--- src/logic/agu_pkg.sv ---
package agu_pkg;

   // ======================================================================
   // widths
   // ======================================================================
   localparam int ADDR_W   = 10;  // byte address.
   localparam int PERIOD_W = 10;
   localparam int DELAY_W  = 7;
   localparam int DATA_W   = 32;
   localparam int PADDR_W  = 12;

   localparam int BYTE_OFS_W = 2;    // byte offset bits in a word.
   localparam int MEM_WORDS  = 256;

   // ======================================================================
   // register map
   // ======================================================================
   localparam logic [PADDR_W-1:0] MEM_BASE = 12'h400;  // scratchpad window.

   typedef enum logic [PADDR_W-1:0] {
      REG_CTRL   = 12'h000,
      REG_START  = 12'h004,
      REG_DUTY   = 12'h008,
      REG_PERIOD = 12'h00C,
      REG_INCR   = 12'h010,
      REG_ITER   = 12'h014,
      REG_SHIFT  = 12'h018,
      REG_DELAY  = 12'h01C,
      REG_STATUS = 12'h020
   } agu_reg_e;

endpackage
--- src/logic/agu_cfg_if.sv ---
`timescale 1ns/10ps

interface agu_cfg_if #(
   parameter int ADDR_W   = agu_pkg::ADDR_W,
   parameter int PERIOD_W = agu_pkg::PERIOD_W,
   parameter int DELAY_W  = agu_pkg::DELAY_W
) ();

   logic                       run;  // single-cycle start pulse.
   logic        [ADDR_W-1:0]   start;
   logic        [PERIOD_W-1:0] duty;
   logic        [PERIOD_W-1:0] period;
   logic signed [ADDR_W-1:0]   incr;  // in words.
   logic        [ADDR_W-1:0]   iterations;
   logic signed [ADDR_W-1:0]   shift;  // in words.
   logic        [DELAY_W-1:0]  delay;

   modport regs_mp (
      output run, start, duty, period, incr, iterations, shift, delay
   );

   modport gen_mp (
      input run, start, duty, period, incr, iterations, shift, delay
   );

endinterface

--- src/logic/agu_regs.sv ---
`timescale 1ns/10ps

module agu_regs #(
   parameter int ADDR_W   = agu_pkg::ADDR_W,
   parameter int PERIOD_W = agu_pkg::PERIOD_W,
   parameter int DELAY_W  = agu_pkg::DELAY_W,
   parameter int DATA_W   = agu_pkg::DATA_W
) (
   input  logic                         clk_i,
   input  logic                         rst_i,
   input  logic                         psel_i,
   input  logic                         penable_i,
   input  logic                         pwrite_i,
   input  logic [agu_pkg::PADDR_W-1:0]  paddr_i,
   input  logic [DATA_W-1:0]            pwdata_i,
   output logic [DATA_W-1:0]            prdata_o,
   output logic                         pready_o,
   output logic                         pslverr_o,
   agu_cfg_if.regs_mp                   cfg,
   input  logic                         done_i,
   output logic                         mem_we_o,
   output logic [7:0]                   mem_waddr_o,
   output logic [DATA_W-1:0]            mem_wdata_o
);

   import agu_pkg::*;

   agu_reg_e           reg_sel;
   logic               wr_en;
   logic               win_hit;
   logic [DATA_W-1:0]  ctrl_q;

   assign reg_sel = agu_reg_e'(paddr_i);
   assign wr_en   = psel_i && penable_i && pwrite_i;  // end of access phase.
   assign win_hit = (paddr_i >= MEM_BASE) &&
                    (paddr_i < MEM_BASE + PADDR_W'(MEM_WORDS << BYTE_OFS_W));

   assign pready_o  = 1'b1;
   assign pslverr_o = 1'b0;

   // ======================================================================
   // scratchpad write window
   // ======================================================================
   assign mem_we_o    = wr_en && win_hit;
   assign mem_waddr_o = paddr_i[BYTE_OFS_W +: 8];
   assign mem_wdata_o = pwdata_i;

   // ======================================================================
   // configuration registers
   // ======================================================================
   always_ff @(posedge clk_i or posedge rst_i) begin
      if (rst_i) begin
         ctrl_q         <= '0;
         cfg.run        <= 1'b0;
         cfg.start      <= '0;
         cfg.duty       <= '0;
         cfg.period     <= '0;
         cfg.incr       <= '0;
         cfg.iterations <= '0;
         cfg.shift      <= '0;
         cfg.delay      <= '0;
      end else begin
         cfg.run <= wr_en && (reg_sel == REG_CTRL) && pwdata_i[0] && done_i;
         if (wr_en) begin
            case (reg_sel)
               REG_CTRL:   if (done_i) ctrl_q <= pwdata_i;  // ignored while busy.
               REG_START:  cfg.start      <= pwdata_i[ADDR_W-1:0];
               REG_DUTY:   cfg.duty       <= pwdata_i[PERIOD_W-1:0];
               REG_PERIOD: cfg.period     <= pwdata_i[PERIOD_W-1:0];
               REG_INCR:   cfg.incr       <= pwdata_i[ADDR_W-1:0];
               REG_ITER:   cfg.iterations <= pwdata_i[ADDR_W-1:0];
               REG_SHIFT:  cfg.shift      <= pwdata_i[ADDR_W-1:0];
               REG_DELAY:  cfg.delay      <= pwdata_i[DELAY_W-1:0];
               default:    ;
            endcase
         end
      end
   end

   // read mux, window and unmapped offsets return zero.
   always_comb begin
      case (reg_sel)
         REG_CTRL:   prdata_o = ctrl_q;
         REG_START:  prdata_o = DATA_W'(cfg.start);
         REG_DUTY:   prdata_o = DATA_W'(cfg.duty);
         REG_PERIOD: prdata_o = DATA_W'(cfg.period);
         REG_INCR:   prdata_o = DATA_W'(cfg.incr);  // sign extended.
         REG_ITER:   prdata_o = DATA_W'(cfg.iterations);
         REG_SHIFT:  prdata_o = DATA_W'(cfg.shift);
         REG_DELAY:  prdata_o = DATA_W'(cfg.delay);
         REG_STATUS: prdata_o = DATA_W'(done_i);
         default:    prdata_o = '0;
      endcase
   end

endmodule

--- src/flat_wrapper.sv ---
// flat-port wrapper written by rule: the top's interface ports become plain ports
module agu_regs_flat import agu_pkg::*;
#(
   parameter int ADDR_W   = agu_pkg::ADDR_W,
   parameter int PERIOD_W = agu_pkg::PERIOD_W,
   parameter int DELAY_W  = agu_pkg::DELAY_W,
   parameter int DATA_W   = agu_pkg::DATA_W
)
  (clk_i, rst_i, psel_i, penable_i, pwrite_i, paddr_i, pwdata_i, prdata_o, pready_o, pslverr_o, done_i, mem_we_o, mem_waddr_o, mem_wdata_o, cfg_run, cfg_start, cfg_duty, cfg_period, cfg_incr, cfg_iterations, cfg_shift, cfg_delay);
  agu_cfg_if #(.ADDR_W(ADDR_W), .PERIOD_W(PERIOD_W), .DELAY_W(DELAY_W)) cfg_i ();
  input  logic clk_i;
  input  logic rst_i;
  input  logic psel_i;
  input  logic penable_i;
  input  logic pwrite_i;
  input  logic [agu_pkg::PADDR_W-1:0] paddr_i;
  input  logic [DATA_W-1:0] pwdata_i;
  output logic [DATA_W-1:0] prdata_o;
  output logic pready_o;
  output logic pslverr_o;
  input  logic done_i;
  output logic mem_we_o;
  output logic [7:0] mem_waddr_o;
  output logic [DATA_W-1:0] mem_wdata_o;
  output wire logic [$bits(cfg_i.run)-1:0] cfg_run;
  output wire logic [$bits(cfg_i.start)-1:0] cfg_start;
  output wire logic [$bits(cfg_i.duty)-1:0] cfg_duty;
  output wire logic [$bits(cfg_i.period)-1:0] cfg_period;
  output wire logic [$bits(cfg_i.incr)-1:0] cfg_incr;
  output wire logic [$bits(cfg_i.iterations)-1:0] cfg_iterations;
  output wire logic [$bits(cfg_i.shift)-1:0] cfg_shift;
  output wire logic [$bits(cfg_i.delay)-1:0] cfg_delay;
  assign cfg_run = cfg_i.run;
  assign cfg_start = cfg_i.start;
  assign cfg_duty = cfg_i.duty;
  assign cfg_period = cfg_i.period;
  assign cfg_incr = cfg_i.incr;
  assign cfg_iterations = cfg_i.iterations;
  assign cfg_shift = cfg_i.shift;
  assign cfg_delay = cfg_i.delay;
  agu_regs #(.ADDR_W(ADDR_W), .PERIOD_W(PERIOD_W), .DELAY_W(DELAY_W), .DATA_W(DATA_W)) u_core (.clk_i(clk_i), .rst_i(rst_i), .psel_i(psel_i), .penable_i(penable_i), .pwrite_i(pwrite_i), .paddr_i(paddr_i), .pwdata_i(pwdata_i), .prdata_o(prdata_o), .pready_o(pready_o), .pslverr_o(pslverr_o), .cfg(cfg_i), .done_i(done_i), .mem_we_o(mem_we_o), .mem_waddr_o(mem_waddr_o), .mem_wdata_o(mem_wdata_o));
endmodule
--- config.mk ---
export PLATFORM = sky130hd
export DESIGN_NAME = agu_regs_flat
export DESIGN_NICKNAME = d
export VERILOG_FILES = /design/src/logic/agu_pkg.sv /design/src/logic/agu_cfg_if.sv /design/src/logic/agu_regs.sv /design/src/flat_wrapper.sv
export SDC_FILE = /design/constraint.sdc
export NUM_CORES = 1
export LEC_CHECK = 0
export ABC_AREA = 1
export ABC_CLOCK_PERIOD_IN_PS = 3600
export BUFFER_PORTS_ARGS = -buffer_cell sky130_fd_sc_hd__buf_2
export CORE_ASPECT_RATIO = 0.6
export CORE_MARGIN = 3
export CORE_UTILIZATION = 35
export CTS_CLUSTER_DIAMETER = 40
export DETAILED_ROUTE_END_ITERATION = 8
export PLACE_DENSITY = 0.7
export SKIP_LAST_GASP = 1
export SLEW_MARGIN = 30
export SYNTH_ARGS = -nofsm -noshare
export SYNTH_HDL_FRONTEND = slang
export SYNTH_SLANG_ARGS = --single-unit
--- constraint.sdc ---
create_clock -name clk_i -period 3.6 [get_ports clk_i]
set_clock_uncertainty 0.15 [all_clocks]
set_input_delay 0.54 -clock clk_i [delete_from_list [all_inputs] [get_ports clk_i]]
set_output_delay 0.54 -clock clk_i [all_outputs]
set_load 0.005 [all_outputs]
==> flow_summary.json <==
{
  "status": "complete, no violations",
  "critPathArrivalTime_ns": 2.03,
  "layout_common_cells": "190 x buf_2, 174 x nand2_1, 110 x nand3_1",
  "io_buffers": 190,
  "gp_congestion": 0.828,
  "fp.dieW_microns": 164,
  "worstSetupPathDepth": 10,
  "gr-total-overflow": 0,
  "core_sq_mm": 0.0141,
  "rsz0062_at_grt": "no",
  "nets": 833,
  "cp_top_family": "buffers and inverters",
  "critPathMaxStageDelay_ns": 0.32,
  "r2r-start": "u_core.cfg.shift[5]",
  "crit_slowest_cell": "inv_1",
  "hold_viol": 0,
  "cts_buffers": 9,
  "post_cts_resize_count": 0,
  "drc": 0,
  "yosys_warnings": 0,
  "antenna_found_initial": 0,
  "clock-sinks": 100,
  "cp_max_fo": 22,
  "maxSlewViolCount": 0,
  "ff2ff_setup_slack_ns": 2.69,
  "crit_buf_inv": 4,
  "synth_cell_types": 23,
  "rows": 33,
  "crit_end": "prdata_o[18]",
  "instances_no_fill": 980,
  "ys_ff_latch": 100,
  "die_y_microns": 101,
  "worst_ir_drop_vdd_uv": 230,
  "tritoncts": "yes",
  "critPathKind": "in2out",
  "period_share_pct": 75.6,
  "grt_usage_pct": 19.8,
  "num_vias": 4753,
  "syn_avg_cell_area_sq_um": 8.00,
  "setup_viol": 0,
  "syn_area_sq_mm": 0.00522,
  "ctsHtreeMaxLevel": 3,
  "min_period_ns": 2.72,
  "r2r_cells": 2,
  "routedWlPerCell_microns": 16.2,
  "dr.pass1.iters": 4,
  "r2r-end": "u_core.cfg.shift[5]",
  "leakage_nw": 3.64,
  "worst_slew_pin_slew_ns": 0.846,
  "crit_path_start": "paddr_i[9]",
  "clock_path_buffers": 2,
  "end_kind": "output pin",
  "clockRootBuffer": "clkbuf_16",
  "cts_setup_buffers": 0,
  "yosysSeqAreaShare_pct": 48.0,
  "startpoint_type": "primary input",
  "grt_pass1_wl_microns": 25000,
  "drt-initial-drc-count": 528,
  "clkTransAtPathRegs_ns": 0.07,
  "dp_hpwl_microns": 11900,
  "routed_wirelength_microns": 15900,
  "antennaDiodeCount": 0,
  "maxSlewHeadroom_pct": 43.4,
  "die_area_sq_mm": 0.0164,
  "post_drt_via_cell_ratio": 4.85,
  "max_freq_mhz": 367,
  "path_cells": "buf_2, nor2_2, nand2_4, nor2_2, buf_4, nand3_1, nand2_1, inv_1, nand2_1, buf_2",
  "tns_ns": 0,
  "worstSkewPairLatency_ns": 0.34,
  "synthCells": 652,
  "synth_nets": 702,
  "initial_core_util_pct": 36.9,
  "grt_pass1_vias": 4241,
  "hold_buffers": 0,
  "hold_path_class": "in2async",
  "power.density_mw_per_mm2": 349,
  "area_growth_pct": 20.1,
  "ioPinCount": 193,
  "grt_max_degree": 63,
  "critical_path_required_ns": 2.91,
  "dp.cells": 964,
  "cap_violations": 0,
  "layout_commonest_cell": "buf_2",
  "drive_gt1_share_pct": 31.9,
  "postRouteAntennaNets": 0
}
==> state kept, by name (all words and copies together), names as in the netlist <==
signal / count
u_core.ctrl_q: 32
u_core.cfg.iterations: 10
u_core.cfg.run: 1
u_core.cfg.shift: 10
u_core.cfg.start: 10
u_core.cfg.incr: 10
u_core.cfg.duty: 10
u_core.cfg.period: 10
u_core.cfg.delay: 7
==> per-stage QoR <==
step / hold WS (ns) / total power [mW] / setup slack [ns] / area, sq um / util (%)
after floorplan: 0.306 / 1.24 / 0.291 / 5220 / -
after global placement: 0.317 / 1.29 / 0.862 / 5980 / 42.4
after detailed placement: 0.319 / 1.29 / 0.861 / 5980 / 42.4
after CTS: 0.218 / 2.21 / 0.856 / 6260 / 44.3
after global routing: 0.267 / 2.27 / 0.644 / 6260 / 44.3
final: 0.191 / 2.18 / 0.878 / 6260 / 44.3
==> layout make-up <==
type | instances | area [sq um]
fillers | 1448 | 7860
flip-flops and latches | 100 | 2500
multi-input cells | 422 | 2000
repair buffers | 204 | 1070
well taps | 192 | 240
clock buffers | 10 | 229
inverters | 46 | 175
clock inverters | 6 | 50.0
==> layer usage <==
layer | vias up | share of wire (%) | GRT usage (%)
li1 | 2332 | - | -
met1 | 2187 | 49 | 31.4
met3 | 11 | 13 | 7.14
met2 | 223 | 38 | 25.3
met5 | - | 0 | 0
met4 | 0 | 0.76 | 3.51
==> Yosys cell counts (all sizes together) <==
library cell	number	area share, %
nor3	1	0.096
dfrtp	100	48
buf	71	9.7
o21ai	99	11
clkinv	1	0.072
nand2	175	13
clkbuf	13	0.96
nor2	33	3.1
inv	45	3.2
conb	2	0.14
nand4	1	0.24
nand3	111	11
==> logic make-up (layout without fill, tap and decap cells) <==
family | count (synthesis) | after routing | synth area share (%)
AOI/OAI and AO/OA | 99 | 99 | 10.9
other | 2 | 2 | 0.144
and+or+nand+nor | 321 | 321 | 26.9
DFF | 100 | 100 | 48.0
buffers and inverters | 130 | 266 | 14.0
==> worst min-delay path by stage <==
stage / to / cells after the start
floorplan: u_core.ctrl_q[0] / 2
global placement: u_core.ctrl_q[24] / 2
CTS: u_core.cfg.run / 2
global route: u_core.cfg.duty[8] / 2
detailed placement: u_core.ctrl_q[22] / 2
finish: u_core.cfg.delay[6] / 2
==> power by group <==
part / internal, mW / leakage (nW) / switching, mW / total, mW
clock: 0.475 / 0.129 / 0.446 / 0.922
combinational: 0.0455 / 2.11 / 0.0929 / 0.138
sequential: 1.12 / 1.40 / 0.00106 / 1.12
total: 1.64 / 3.64 / 0.540 / 2.18
Note: power is estimated with default switching activity, not from simulation.
