[src/logic/agu_pkg.sv]
package agu_pkg;

   // ======================================================================
   // widths
   // ======================================================================
   localparam int ADDR_W   = 10;  // byte address.
   localparam int PERIOD_W = 10;
   localparam int DELAY_W  = 7;
   localparam int DATA_W   = 32;
   localparam int PADDR_W  = 12;

   localparam int BYTE_OFS_W = 2;    // byte offset bits in a word.
   localparam int MEM_WORDS  = 256;

   // ======================================================================
   // register map
   // ======================================================================
   localparam logic [PADDR_W-1:0] MEM_BASE = 12'h400;  // scratchpad window.

   typedef enum logic [PADDR_W-1:0] {
      REG_CTRL   = 12'h000,
      REG_START  = 12'h004,
      REG_DUTY   = 12'h008,
      REG_PERIOD = 12'h00C,
      REG_INCR   = 12'h010,
      REG_ITER   = 12'h014,
      REG_SHIFT  = 12'h018,
      REG_DELAY  = 12'h01C,
      REG_STATUS = 12'h020
   } agu_reg_e;

endpackage
[src/logic/agu_cfg_if.sv]
`timescale 1ns/10ps

interface agu_cfg_if #(
   parameter int ADDR_W   = agu_pkg::ADDR_W,
   parameter int PERIOD_W = agu_pkg::PERIOD_W,
   parameter int DELAY_W  = agu_pkg::DELAY_W
) ();

   logic                       run;  // single-cycle start pulse.
   logic        [ADDR_W-1:0]   start;
   logic        [PERIOD_W-1:0] duty;
   logic        [PERIOD_W-1:0] period;
   logic signed [ADDR_W-1:0]   incr;  // in words.
   logic        [ADDR_W-1:0]   iterations;
   logic signed [ADDR_W-1:0]   shift;  // in words.
   logic        [DELAY_W-1:0]  delay;

   modport regs_mp (
      output run, start, duty, period, incr, iterations, shift, delay
   );

   modport gen_mp (
      input run, start, duty, period, incr, iterations, shift, delay
   );

endinterface

[src/logic/agu_addr_gen.sv]
`timescale 1ns/10ps

module agu_addr_gen #(
   parameter int ADDR_W   = agu_pkg::ADDR_W,
   parameter int PERIOD_W = agu_pkg::PERIOD_W,
   parameter int DELAY_W  = agu_pkg::DELAY_W
) (
   input  logic              clk_i,
   input  logic              rst_i,
   agu_cfg_if.gen_mp         cfg,
   output logic              valid_o,
   input  logic              ready_i,
   output logic [ADDR_W-1:0] addr_o,
   output logic              done_o
);

   import agu_pkg::*;

   logic        [DELAY_W-1:0]  delay_cnt;
   logic        [ADDR_W-1:0]   iter;
   logic        [PERIOD_W-1:0] per;
   logic                       active;  // walking positions.
   logic                       in_duty;
   logic                       step;
   logic                       per_last;
   logic                       iter_last;
   logic signed [ADDR_W-1:0]   incr_ofs;
   logic signed [ADDR_W-1:0]   shift_ofs;

   // zero period or iteration count means a single pass.
   assign per_last  = (cfg.period == '0) || (per == cfg.period - 1'b1);
   assign iter_last = (cfg.iterations == '0) || (iter == cfg.iterations - 1'b1);

   assign incr_ofs  = cfg.incr <<< BYTE_OFS_W;   // words to bytes.
   assign shift_ofs = cfg.shift <<< BYTE_OFS_W;

   assign in_duty = per < cfg.duty;
   assign step    = active && ready_i;  // gap positions step too.
   assign valid_o = active && in_duty;

   always_ff @(posedge clk_i or posedge rst_i) begin
      if (rst_i) begin
         delay_cnt <= '0;
         addr_o    <= '0;
         iter      <= '0;
         per       <= '0;
         active    <= 1'b0;
         done_o    <= 1'b1;
      end else if (cfg.run) begin
         delay_cnt <= cfg.delay;
         addr_o    <= cfg.start;
         iter      <= '0;
         per       <= '0;
         active    <= (cfg.delay == '0);
         done_o    <= 1'b0;
      end else if (delay_cnt != '0) begin
         delay_cnt <= delay_cnt - 1'b1;
         active    <= (delay_cnt == DELAY_W'(1));
      end else if (step) begin
         if (per_last) begin
            per <= '0;
            if (iter_last) begin
               iter   <= '0;
               active <= 1'b0;
               done_o <= 1'b1;  // last position taken.
            end else begin
               iter   <= iter + 1'b1;
               addr_o <= addr_o + shift_ofs;
            end
         end else begin
            per <= per + 1'b1;
            if (in_duty) begin
               addr_o <= addr_o + incr_ofs;
            end
         end
      end
   end

endmodule

[src/flat_wrapper.sv]
// flat-port wrapper written by rule: the top's interface ports become plain ports
module agu_addr_gen_flat import agu_pkg::*;
#(
   parameter int ADDR_W   = agu_pkg::ADDR_W,
   parameter int PERIOD_W = agu_pkg::PERIOD_W,
   parameter int DELAY_W  = agu_pkg::DELAY_W
)
  (clk_i, rst_i, valid_o, ready_i, addr_o, done_o, cfg_run, cfg_start, cfg_duty, cfg_period, cfg_incr, cfg_iterations, cfg_shift, cfg_delay);
  agu_cfg_if #(.ADDR_W(ADDR_W), .PERIOD_W(PERIOD_W), .DELAY_W(DELAY_W)) cfg_i ();
  input  logic clk_i;
  input  logic rst_i;
  output logic valid_o;
  input  logic ready_i;
  output logic [ADDR_W-1:0] addr_o;
  output logic done_o;
  input wire logic [$bits(cfg_i.run)-1:0] cfg_run;
  input wire logic [$bits(cfg_i.start)-1:0] cfg_start;
  input wire logic [$bits(cfg_i.duty)-1:0] cfg_duty;
  input wire logic [$bits(cfg_i.period)-1:0] cfg_period;
  input wire logic [$bits(cfg_i.incr)-1:0] cfg_incr;
  input wire logic [$bits(cfg_i.iterations)-1:0] cfg_iterations;
  input wire logic [$bits(cfg_i.shift)-1:0] cfg_shift;
  input wire logic [$bits(cfg_i.delay)-1:0] cfg_delay;
  assign cfg_i.run = cfg_run;
  assign cfg_i.start = cfg_start;
  assign cfg_i.duty = cfg_duty;
  assign cfg_i.period = cfg_period;
  assign cfg_i.incr = cfg_incr;
  assign cfg_i.iterations = cfg_iterations;
  assign cfg_i.shift = cfg_shift;
  assign cfg_i.delay = cfg_delay;
  agu_addr_gen #(.ADDR_W(ADDR_W), .PERIOD_W(PERIOD_W), .DELAY_W(DELAY_W)) u_core (.clk_i(clk_i), .rst_i(rst_i), .cfg(cfg_i), .valid_o(valid_o), .ready_i(ready_i), .addr_o(addr_o), .done_o(done_o));
endmodule
[config.mk]
export PLATFORM = sky130hd
export DESIGN_NAME = agu_addr_gen_flat
export DESIGN_NICKNAME = d
export VERILOG_FILES = /design/src/logic/agu_pkg.sv /design/src/logic/agu_cfg_if.sv /design/src/logic/agu_addr_gen.sv /design/src/flat_wrapper.sv
export SDC_FILE = /design/constraint.sdc
export NUM_CORES = 1
export LEC_CHECK = 0
export BUFFER_PORTS_ARGS = -buffer_cell sky130_fd_sc_hd__buf_2
export CORE_MARGIN = 4
export CORE_UTILIZATION = 23
export DETAILED_ROUTE_END_ITERATION = 10
export HOLD_SLACK_MARGIN = 0.15
export PLACE_DENSITY = 0.42
export SLEW_MARGIN = 40
export SYNTH_ARGS = -nofsm -noshare
export SYNTH_HDL_FRONTEND = slang
export SYNTH_SLANG_ARGS = --single-unit
[constraint.sdc]
create_clock -name clk_i -period 5.5 [get_ports clk_i]
set_input_delay 0.275 -clock clk_i [delete_from_list [all_inputs] [get_ports clk_i]]
set_output_delay 0.275 -clock clk_i [all_outputs]
set_load 0.05 [all_outputs]
==> results of run 1 <==
## cell families (layout without fill, tap and decap cells)
| kind of cell | count (synthesis) | after routing | synth area share (%) |
|---|---|---|---|
| buf+inv | 33 | 112 | 3.875 |
| fa+ha+maj | 26 | 26 | 10.01 |
| simple gates | 131 | 131 | 21.78 |
| flops | 39 | 39 | 29.38 |
| xor+xnor | 39 | 39 | 10.27 |
| mux | 26 | 26 | 8.841 |
| compound gates | 83 | 83 | 15.84 |
## cell type report
cell class                 instances  area share, %
multi-input combinational        305          54.22
sequential                        39          23.87
timing repair buffer              83          10.51
tap                              180          5.501
clock buffer                       7          3.240
inverter                          21          1.925
clock inverter                     1         0.7335
## Yosys cell counts, drive strengths merged, types with 4 or more instances
master	instances	area, um2
a21o	4	30.03
a21oi	19	98.85
a31oi	5	31.28
and3	10	62.56
buf	5	23.77
clkbuf	7	26.28
dfrtp	38	950.9
ha	25	312.8
inv	21	78.83
mux2	24	274.0
nand2	32	120.1
nand2b	16	100.1
nand3	10	50.05
nand4	9	56.30
nor2	26	113.9
nor3	6	30.03
nor4	4	31.28
nor4b	5	56.31
o21ai	30	150.2
o31ai	6	45.04
xnor2	20	175.2
xor2	19	166.4
## cells in the final DEF, fill, tap and decap left out, drive strengths merged, types with 9 or more instances in the layout
master   n
mux2    24
nand2b  16
xor2    19
dfrtp   38
inv     20
and3    10
xnor2   20
nand2   32
o21ai   30
a21oi   19
nor2    26
ha      25
buf     82
nand4    9
nand3   10
## power by group through the flow
stage	registers, uW	logic, uW	clock network (uW)
finish	327	219	331
global route	330	248	354
CTS	327	222	343
detailed placement	332	220	0
global placement	332	218	0
floorplan	351	133	0
## worst max-delay path by stage
stage | startpoint | to | slack (ns) | cells after the start
4_1_cts | u_core.per[2] | u_core.addr_o[8] | 1.33 | 16
3_3_place_gp | cfg_period[0] | u_core.addr_o[8] | 1.11 | 19
3_5_place_dp | cfg_period[0] | u_core.addr_o[8] | 1.09 | 19
6_report | u_core.per[2] | u_core.addr_o[8] | 1.38 | 16
2_1_floorplan | cfg_period[0] | u_core.addr_o[8] | 1.34 | 20
5_1_grt | cfg_period[0] | u_core.addr_o[9] | 1.08 | 18
## repair_timing
| action | CTS | global route |
|---|---|---|
| hold buffers | 1 | 0 |
| setup endpoints to repair | 0 | 0 |
| endpoints found under the hold margin | 35 | 0 |
## per-layer routing
metal	track usage (%)	up-vias	part of all wire, %
li1	-	1503	-
met1	13.93	1377	46
met2	17.96	70	46
met3	3.417	6	7.2
met4	1.748	0	0.64
met5	0	-	0
## per-stage QoR
stage | area, um2 | hold slack (ns) | util [%]
3_3_place_gp | 3921 | 0.4454 | 27.92
3_5_place_dp | 3921 | 0.4456 | 27.92
5_1_grt | 4094 | 0.2146 | 29.15
2_1_floorplan | 3326 | 0.3944 | -
6_report | 4094 | 0.2160 | 29.15
4_1_cts | 4094 | 0.2091 | 29.15
## flip-flops by register name (all words and copies together) (netlist names)
signal / flops
u_core.delay_cnt: 7
u_core.iter: 10
u_core.done_o: 1
u_core.per: 10
u_core.active: 1
u_core.addr_o: 10
## worst min-delay path: cells and delay by family
| kind | cells | cell delay, ns |
|---|---|---|
| buf+inv | 1 | 0.09 |
| compound gates | 1 | 0.05 |
| simple gates | 1 | 0.05 |
==> results.py, run 1 <==
metrics = {
    "outcome": {
        "outcome": "completed",
    },
    "floorplan": {
        "start_util_pct": 23.68,
        "die_h_um": 128.2,
        "boundaryPins": 83,
        "die_w_um": 128.2,
        "core_um2": 14040,
        "dieArea_um2": 16450,
        "placementRows": 43,
    },
    "critical_path": {
        "cpPeakStageDelay_ns": 0.51,
        "startpoint_type": "register",
        "slowest_stage": "dfrtp_1",
        "rrSetupSlack_ns": 1.38,
        "crit_required_ns": 5.67,
        "path_buf_inv": 0,
        "r2r_start": "u_core.per[2]",
        "path_class": "register to register",
        "end_kind": "register",
        "timing.rr.end": "u_core.addr_o[8]",
        "cp_top_family": "compound AO/OA/AOI/OAI gates",
        "path_cells": "o21ba_1, a221o_1, a222oi_1, nor4b_2, a21oi_2, mux2_2, ha_1, fa_1, a21oi_1, nor2_1, nor2_1, o21bai_1, a21oi_1, xnor2_1, mux2_1, mux2_2",
        "r2r_cells": 16,
        "worstPathMaxFanout": 9,
        "cp.arrival_ns": 4.28,
    },
    "final_layout": {
        "diodes": 0,
        "multi_input_area_um2": 2220,
        "final_cells": 636,
        "drive_gt1_share_pct": 25.44,
        "fill_cells": 1483,
        "finalNetCount": 552,
        "area_growth_pct": 23.10,
        "final-seq-area_um2": 977.2,
    },
    "sta": {
        "period_minus_slack_ns": 4.116,
        "slew_viol_final": 0,
        "max_freq_mhz": 242.9,
        "finClkSkew_ns": 0.005816,
        "rsz0062_at_grt": "false",
        "timing.final.crit_share_pct": 74.84,
        "slew-limit-headroom_pct": 54.37,
        "tightestPinTransition_ns": 0.6814,
        "tns_ns": 0,
        "setup_slack_ns": 1.384,
        "finalSetupViolCount": 0,
        "hold_violations": 0,
    },
    "pwr": {
        "total_power_uw": 877.0,
        "pwr-share-clk_pct": 37.8,
        "powerDensity_nw_per_um2": 214.2,
        "p_switching_uw": 260.1,
        "power_leakage_uw": 0.001866,
        "power_frac_comb_pct": 25.0,
        "seq_power_share_pct": 37.3,
        "internal-power_uw": 616.9,
        "peakVddDrop_mv": 0.1355,
        "sw_frac_of_total_pct": 29.66,
    },
    "worst_hold_path": {
        "hold_start": "cfg_delay[3]",
        "min_path_cells": 3,
        "worst_hold_path_type": "primary input to register",
        "holdPathEnd": "u_core.delay_cnt[3]",
    },
    "global_routing": {
        "grt_first_pass_wirelength_um": 14690,
        "grt_pass1_vias": 3049,
        "antenna_found_initial": 0,
        "grt.total_usage_pct": 10.80,
        "grt-ovfl-total": 0,
        "grt_max_degree": 40,
    },
    "clock_tree": {
        "clock_latency_ns": 0.28,
        "cts.sinks": 39,
        "tritoncts": "built",
        "cts_root_buf": "clkbuf_16",
        "htree_levels": 2,
        "clkTransAtPathRegs_ns": 0.06,
        "clockBufferDepth": 2,
        "post-cts-setup-buffer-count": 0,
        "cts_buffers": 5,
        "cts-resized-gates": 0,
    },
    "routing": {
        "viasPerCell": 4.648,
        "first_pass_iters": 4,
        "drcViolationCount": 0,
        "drtIter0Drc": 112,
        "num_vias": 2956,
        "ant_nets": 0,
        "avgRoutedWirePerCell_um": 13.61,
        "routed_wl_um": 8655,
    },
    "synth": {
        "synth-main-ff-cell": "dfrtp_1",
        "async_flop_share_pct": 100.0,
        "ys_ff_latch": 39,
        "ys.warnings.count": 0,
        "synth_edf_count": 0,
        "syn_nets": 474,
        "synth.avg_cell_area_um2": 8.821,
        "synth.distinct_cells": 57,
        "synth_area_um2": 3326,
        "synthCells": 377,
        "seq_area_frac_synth_pct": 29.38,
    },
    "placed_design": {
        "dp_cells": 627,
        "place_hpwl_um": 6585,
        "place.gp.congestion": 0.7822,
        "port-buffer-count": 78,
        "dp_slack_ns": 1.086,
    },
    "job": {
        "drv_cap": 0,
    },
}
(Power assumes the default switching activity.)
==> inputs of run 2 (changes only) <==
--- a/config.mk
+++ b/config.mk
@@ -5,6 +5,7 @@
 export SDC_FILE = /design/constraint.sdc
 export NUM_CORES = 1
 export LEC_CHECK = 0
+export ABC_AREA = 1
 export BUFFER_PORTS_ARGS = -buffer_cell sky130_fd_sc_hd__buf_2
 export CORE_MARGIN = 4
 export CORE_UTILIZATION = 23
==> constraint.sdc (replaced) <==
create_clock -name clk_i -period 4.08 [get_ports clk_i]
set_input_delay 0.204 -clock clk_i [delete_from_list [all_inputs] [get_ports clk_i]]
set_output_delay 0.204 -clock clk_i [all_outputs]
set_load 0.05 [all_outputs]
==> results.py, run 2 <==
metrics = {
    "final_layout": {
        "final_cell_mix": "nand2_1, buf_2, inv_1",
        "top_regs": "u_core.addr_o: 10 flops, u_core.iter: 10 flops, u_core.per: 10 flops",
        "area_growth_pct": 21.69,
        "drive_gt1_share_pct": 19.86,
        "diodes": 0,
        "mostFrequentLayoutCell": "nand2_1",
        "finalNetCount": 680,
        "final_cells": 772,
        "final_util_pct": 28.49,
    },
    "clock_tree": {
        "clock_latency_ns": 0.28,
        "cts-resized-gates": 0,
        "cts_root_buf": "clkbuf_16",
        "tritoncts": "built",
        "clockBufferDepth": 2,
        "post-cts-setup-buffer-count": 0,
        "clkTransAtPathRegs_ns": 0.06,
        "cts.sinks": 39,
        "cts_buffers": 5,
        "cts_hold_buf": 3,
        "htree_levels": 2,
    },
    "global_routing": {
        "grt_max_degree": 40,
        "grt_first_pass_wirelength_um": 16030,
        "grt.total_usage_pct": 10.97,
        "grt_pass1_vias": 3330,
        "grt-ovfl-total": 0,
        "antenna_found_initial": 1,
    },
    "synth": {
        "synth.distinct_cells": 42,
        "synth-main-ff-cell": "dfrtp_1",
        "synth.avg_cell_area_um2": 7.117,
        "synthCells": 500,
        "synth_top_area_cell": "dfrtp_1",
        "synth_edf_count": 0,
        "synth_top_family_by_area": "simple AND/OR/NAND/NOR gates",
        "synthMuxAreaShare_pct": 3.938,
        "netlist_top_cells_area": "dfrtp_1, nand2_1, ha_1",
        "ys.warnings.count": 0,
        "seq_area_frac_synth_pct": 27.46,
        "ys_ff_latch": 39,
        "synth_area_um2": 3558,
        "async_flop_share_pct": 100.0,
        "synthAdderAreaFrac_pct": 9.353,
        "synth_common_cells": "nand2_1, inv_1, nor2_1",
        "synth_top_area_share_pct": 26.72,
        "yosysMostFrequentCell": "nand2_1",
        "synth-compound-area-share_pct": 8.790,
        "yosys.area_share.simple_pct": 31.36,
        "syn_nets": 597,
        "synthXorXnorAreaFrac_pct": 9.107,
    },
    "critical_path": {
        "r2r_cells": 19,
        "crit_required_ns": 4.29,
        "end_kind": "register",
        "cp.arrival_ns": 3.42,
        "startpoint_type": "register",
        "path_class": "register to register",
        "worstPathMaxFanout": 10,
    },
    "outcome": {
        "outcome": "completed",
    },
    "sta": {
        "slew-limit-headroom_pct": 64.11,
        "rsz0062_at_grt": "false",
        "finalSetupViolCount": 0,
        "tns_ns": 0,
        "slew_viol_final": 0,
        "finClkSkew_ns": 0.005856,
        "tightestPinTransition_ns": 0.5383,
        "max_freq_mhz": 311.5,
        "timing.final.crit_share_pct": 78.69,
        "hold_violations": 0,
        "hold_ws_ns": 0.1552,
        "period_minus_slack_ns": 3.210,
    },
    "routing": {
        "drcViolationCount": 0,
        "viasPerCell": 4.312,
        "num_vias": 3329,
        "ant_nets": 0,
        "first_pass_iters": 4,
        "drtIter0Drc": 95,
        "routed_wl_um": 9543,
        "avgRoutedWirePerCell_um": 12.36,
    },
    "floorplan": {
        "boundaryPins": 83,
        "placementRows": 45,
        "die_w_um": 132.4,
        "die_h_um": 132.4,
        "core_um2": 15200,
        "start_util_pct": 23.41,
        "dieArea_um2": 17530,
    },
    "worst_hold_path": {
        "min_path_cells": 3,
        "worst_hold_path_type": "primary input to register",
    },
    "placed_design": {
        "place_hpwl_um": 7787,
        "dp_cells": 761,
        "port-buffer-count": 78,
        "place.gp.congestion": 0.7991,
    },
    "pwr": {
        "power_leakage_uw": 0.002245,
        "peakVddDrop_mv": 0.1832,
        "total_power_uw": 1378,
        "powerDensity_nw_per_um2": 318.3,
    },
    "job": {
        "drv_cap": 0,
    },
}
## run 2: cell types whose count changed after synthesis, sizes merged, moves of 5 or more
cell / delta
nor4b: -5
nand2: +89
nand2b: -16
mux2: -24
and3: -10
o31ai: -5
a21oi: -9
xnor2: -9
inv: +60
nand3: +30
mux2i: +12
nor2: +37
o21ai: -8
xor2: +7
## run 2: routing by layer
metal  up-vias  global-route usage, %  share of wire (%)  routed length (um)
met5         -                      0              0.073                   7
met4         2                  1.905               0.83                  79
met3         8                  2.824                4.9                 472
met2        63                  17.92                 45                4290
met1      1492                  14.83                 49                4693
li1       1764                      -                  -                   -
## run 2: layout make-up
| cell class | instances | area (um2) |
|---|---|---|
| Clock buffer | 8 | 156.4 |
| Fill cell | 1695 | 10870 |
| Inverter | 82 | 307.8 |
| Multi-Input combinational cell | 373 | 2226 |
| Sequential cell | 39 | 977.2 |
| Tap cell | 188 | 235.2 |
| Timing Repair Buffer | 82 | 427.9 |
## run 2: worst paths after layout
path,slack (ns),from,endpoint
min in group asynchronous,0.61,rst_i,u_core.iter[0]
max,0.87,u_core.per[7],u_core.addr_o[8]
min,0.16,cfg_start[1],u_core.addr_o[1]
max reg2reg,0.87,u_core.per[7],u_core.addr_o[8]
max in group asynchronous,3.10,rst_i,u_core.done_o
min reg2reg,0.48,u_core.addr_o[0],u_core.addr_o[0]
## run 2: critical path, stage by stage (launching register included)
cell,delay (ns)
dfrtp_1,0.46
xnor2_1,0.22
o21ai_0,0.11
nand2_1,0.07
nand2_1,0.06
nor2_2,0.10
nand3_2,0.15
nand2_4,0.21
mux2i_1,0.22
inv_1,0.06
ha_1,0.22
fa_1,0.41
nand3_1,0.10
nand2_1,0.08
a21oi_1,0.14
nor2_1,0.05
nor2_1,0.11
xnor2_1,0.12
mux2i_1,0.09
o21ai_2,0.15
## run 2: stage by stage
step | setup WS (ns) | cell area [um2]
3_3_place_gp | 0.6197 | 4144
2_1_floorplan | 1.131 | 3558
4_1_cts | 0.7923 | 4330
6_report | 0.8695 | 4330
5_1_grt | 0.5239 | 4330
3_5_place_dp | 0.5627 | 4144
## run 2: report_power, final
group / leakage [uW] / switching [uW] / total, uW / internal, uW
registers: 0.000505 / 42.6 / 474 / 431
clock network: 0.0000772 / 158 / 419 / 261
logic: 0.00166 / 308 / 486 / 177
total: 0.00224 / 509 / 1380 / 869
## run 2: cells by family (layout without fill, tap and decap cells)
group                    count (synthesis)  in the layout
buffers and inverters                   88            172
flip-flops                              39             39
AO/OA/AOI/OAI                           49             49
AND/OR/NAND/NOR                        247            247
multiplexers                            14             14
XOR/XNOR                                37             37
adder cells (fa/ha/maj)                 26             26
==> inputs of run 3 (changes only) <==
==> constraint.sdc (replaced) <==
create_clock -name clk_i -period 3.3 [get_ports clk_i]
set_input_delay 0.165 -clock clk_i [delete_from_list [all_inputs] [get_ports clk_i]]
set_output_delay 0.165 -clock clk_i [all_outputs]
set_load 0.05 [all_outputs]
==> results.py, run 3 (synthesized netlist as in run 2, its figures left out) <==
metrics = {
    "placed_design": {
        "place.gp.congestion": 0.7967,
        "dp_slack_ns": 0.02908,
        "port-buffer-count": 78,
        "place_hpwl_um": 8035,
    },
    "pwr": {
        "powerDensity_nw_per_um2": 377.0,
        "total_power_uw": 1701,
        "power_leakage_uw": 0.002318,
        "peakVddDrop_mv": 0.2120,
    },
    "sta": {
        "finClkSkew_ns": 0.003026,
        "finalSetupViolCount": 0,
        "tns_ns": 0,
        "tightestPinTransition_ns": 0.5348,
        "hold_violations": 0,
        "timing.final.crit_share_pct": 91.68,
        "setup_slack_ns": 0.2747,
        "slew_viol_final": 0,
        "max_freq_mhz": 330.5,
        "period_minus_slack_ns": 3.025,
        "hold_ws_ns": 0.1524,
        "slew-limit-headroom_pct": 64.35,
    },
    "critical_path": {
        "end_kind": "register",
        "slowest_stage": "dfrtp_2",
        "worstPathMaxFanout": 6,
        "cp_top_family": "simple AND/OR/NAND/NOR gates",
        "path_cells": "xnor2_2, inv_1, nand2_1, nand2_1, nor2_2, nand3_4, nand2_4, mux2i_1, inv_1, ha_1, a21oi_1, nand2_2, nand4_1, o211ai_1, xor2_1, nand3_1, nand3_1, nand2_1, nand2_1, nand2_1",
        "cp.arrival_ns": 3.20,
        "startpoint_type": "register",
        "cpPeakStageDelay_ns": 0.45,
        "path_common_cell": "nand2_1",
        "path_buf_inv": 2,
        "path_class": "register to register",
        "crit_required_ns": 3.48,
    },
    "clock_tree": {
        "clockBufferDepth": 2,
        "clkTransAtPathRegs_ns": 0.06,
        "cts_root_buf": "clkbuf_16",
        "cts_buffers": 5,
        "cts.sinks": 39,
        "htree_levels": 2,
        "clock_latency_ns": 0.28,
        "tritoncts": "built",
    },
    "routing": {
        "drcViolationCount": 0,
        "routed_wl_um": 9802,
        "ant_nets": 0,
        "avgRoutedWirePerCell_um": 12.42,
        "num_vias": 3393,
        "first_pass_iters": 5,
        "met1_length_um": 4899,
        "drtIter0Drc": 95,
        "wl_met2_um": 4427,
        "top_layer": "met4",
        "route.met3.wl_um": 439,
        "viasPerCell": 4.300,
    },
    "job": {
        "drv_cap": 0,
    },
    "final_layout": {
        "top_regs": "u_core.addr_o: 10 flops, u_core.iter: 10 flops, u_core.per: 10 flops",
        "final_util_pct": 29.68,
        "finalNetCount": 696,
        "mostFrequentLayoutCell": "nand2_1",
        "final_cell_mix": "nand2_1, buf_2, inv_1",
        "drive_gt1_share_pct": 23.17,
        "fill_cells": 1689,
        "area_growth_pct": 26.79,
    },
    "floorplan": {
        "dieArea_um2": 17530,
        "die_w_um": 132.4,
        "start_util_pct": 23.41,
        "die_h_um": 132.4,
        "core_um2": 15200,
        "placementRows": 45,
        "boundaryPins": 83,
    },
    "global_routing": {
        "grt-ovfl-total": 0,
        "grt_first_pass_wirelength_um": 16500,
        "grt.total_usage_pct": 11.20,
        "grt_max_degree": 40,
        "grt_pass1_vias": 3414,
        "antenna_found_initial": 0,
    },
    "outcome": {
        "outcome": "completed",
    },
    "worst_hold_path": {
        "worst_hold_path_type": "primary input to register",
    },
}
run 3: cell count changes in the layout (fill, tap and decap cells not counted), sizes merged:
cell	before	now
clkbuf	8	6
clkinv	2	3
dlygate4sd3	3	7
diode	0	1
clkinvlp	0	1
buf	79	91
run 3: final cells by class:
cell class | instances | area (um2) | area share [%]
Antenna cell | 1 | 2.502 | 0.05546
Inverter | 82 | 307.8 | 6.822
Tap cell | 188 | 235.2 | 5.214
Sequential cell | 39 | 980.9 | 21.74
Clock inverter | 2 | 12.51 | 0.2773
Timing Repair Buffer | 98 | 561.8 | 12.45
Multi-Input combinational cell | 373 | 2282 | 50.58
Clock buffer | 6 | 128.9 | 2.856
run 3: worst paths after layout:
kind / from / endpoint / slack (ns) / depth (start not counted)
setup / recovery: u_core.per[9] / u_core.addr_o[9] / 0.27 / 20
setup reg to reg: u_core.per[9] / u_core.addr_o[9] / 0.27 / 20
min in group asynchronous: rst_i / u_core.iter[0] / 0.57 / 4
hold reg to reg: u_core.addr_o[0] / u_core.addr_o[0] / 0.47 / 2
max in group asynchronous: rst_i / u_core.per[5] / 2.34 / 4
hold / removal: cfg_delay[4] / u_core.delay_cnt[4] / 0.15 / 2
run 3: power by group:
part	internal [uW]	switching, uW	leakage, uW
combinational	239	390	0.00175
sequential	533	55.8	0.000500
clock	279	204	0.0000669
total	1050	650	0.00232
run 3: stage by stage:
| stage | std cells | cell area (um2) |
|---|---|---|
| 2_1_floorplan | 500 | 3558 |
| 3_3_place_gp | 767 | 4189 |
| 3_5_place_dp | 767 | 4189 |
| 4_1_cts | 782 | 4400 |
| 5_1_grt | 788 | 4509 |
| 6_report | 789 | 4512 |
run 3: metal layers:
| metal | track usage, % | vias up |
|---|---|---|
| met1 | 15.27 | 1525 |
| li1 | - | 1801 |
| met4 | 1.559 | 0 |
| met5 | 0 | - |
| met2 | 18.60 | 63 |
| met3 | 2.519 | 4 |
run 3: timing repair:
action                                  in CTS  in global routing
hold buffers                                 7                  0
endpoints found under the setup margin       0                  2
buffers inserted                             0                  6
gates resized for setup                      0                 13
endpoints found under the hold margin       44                  0
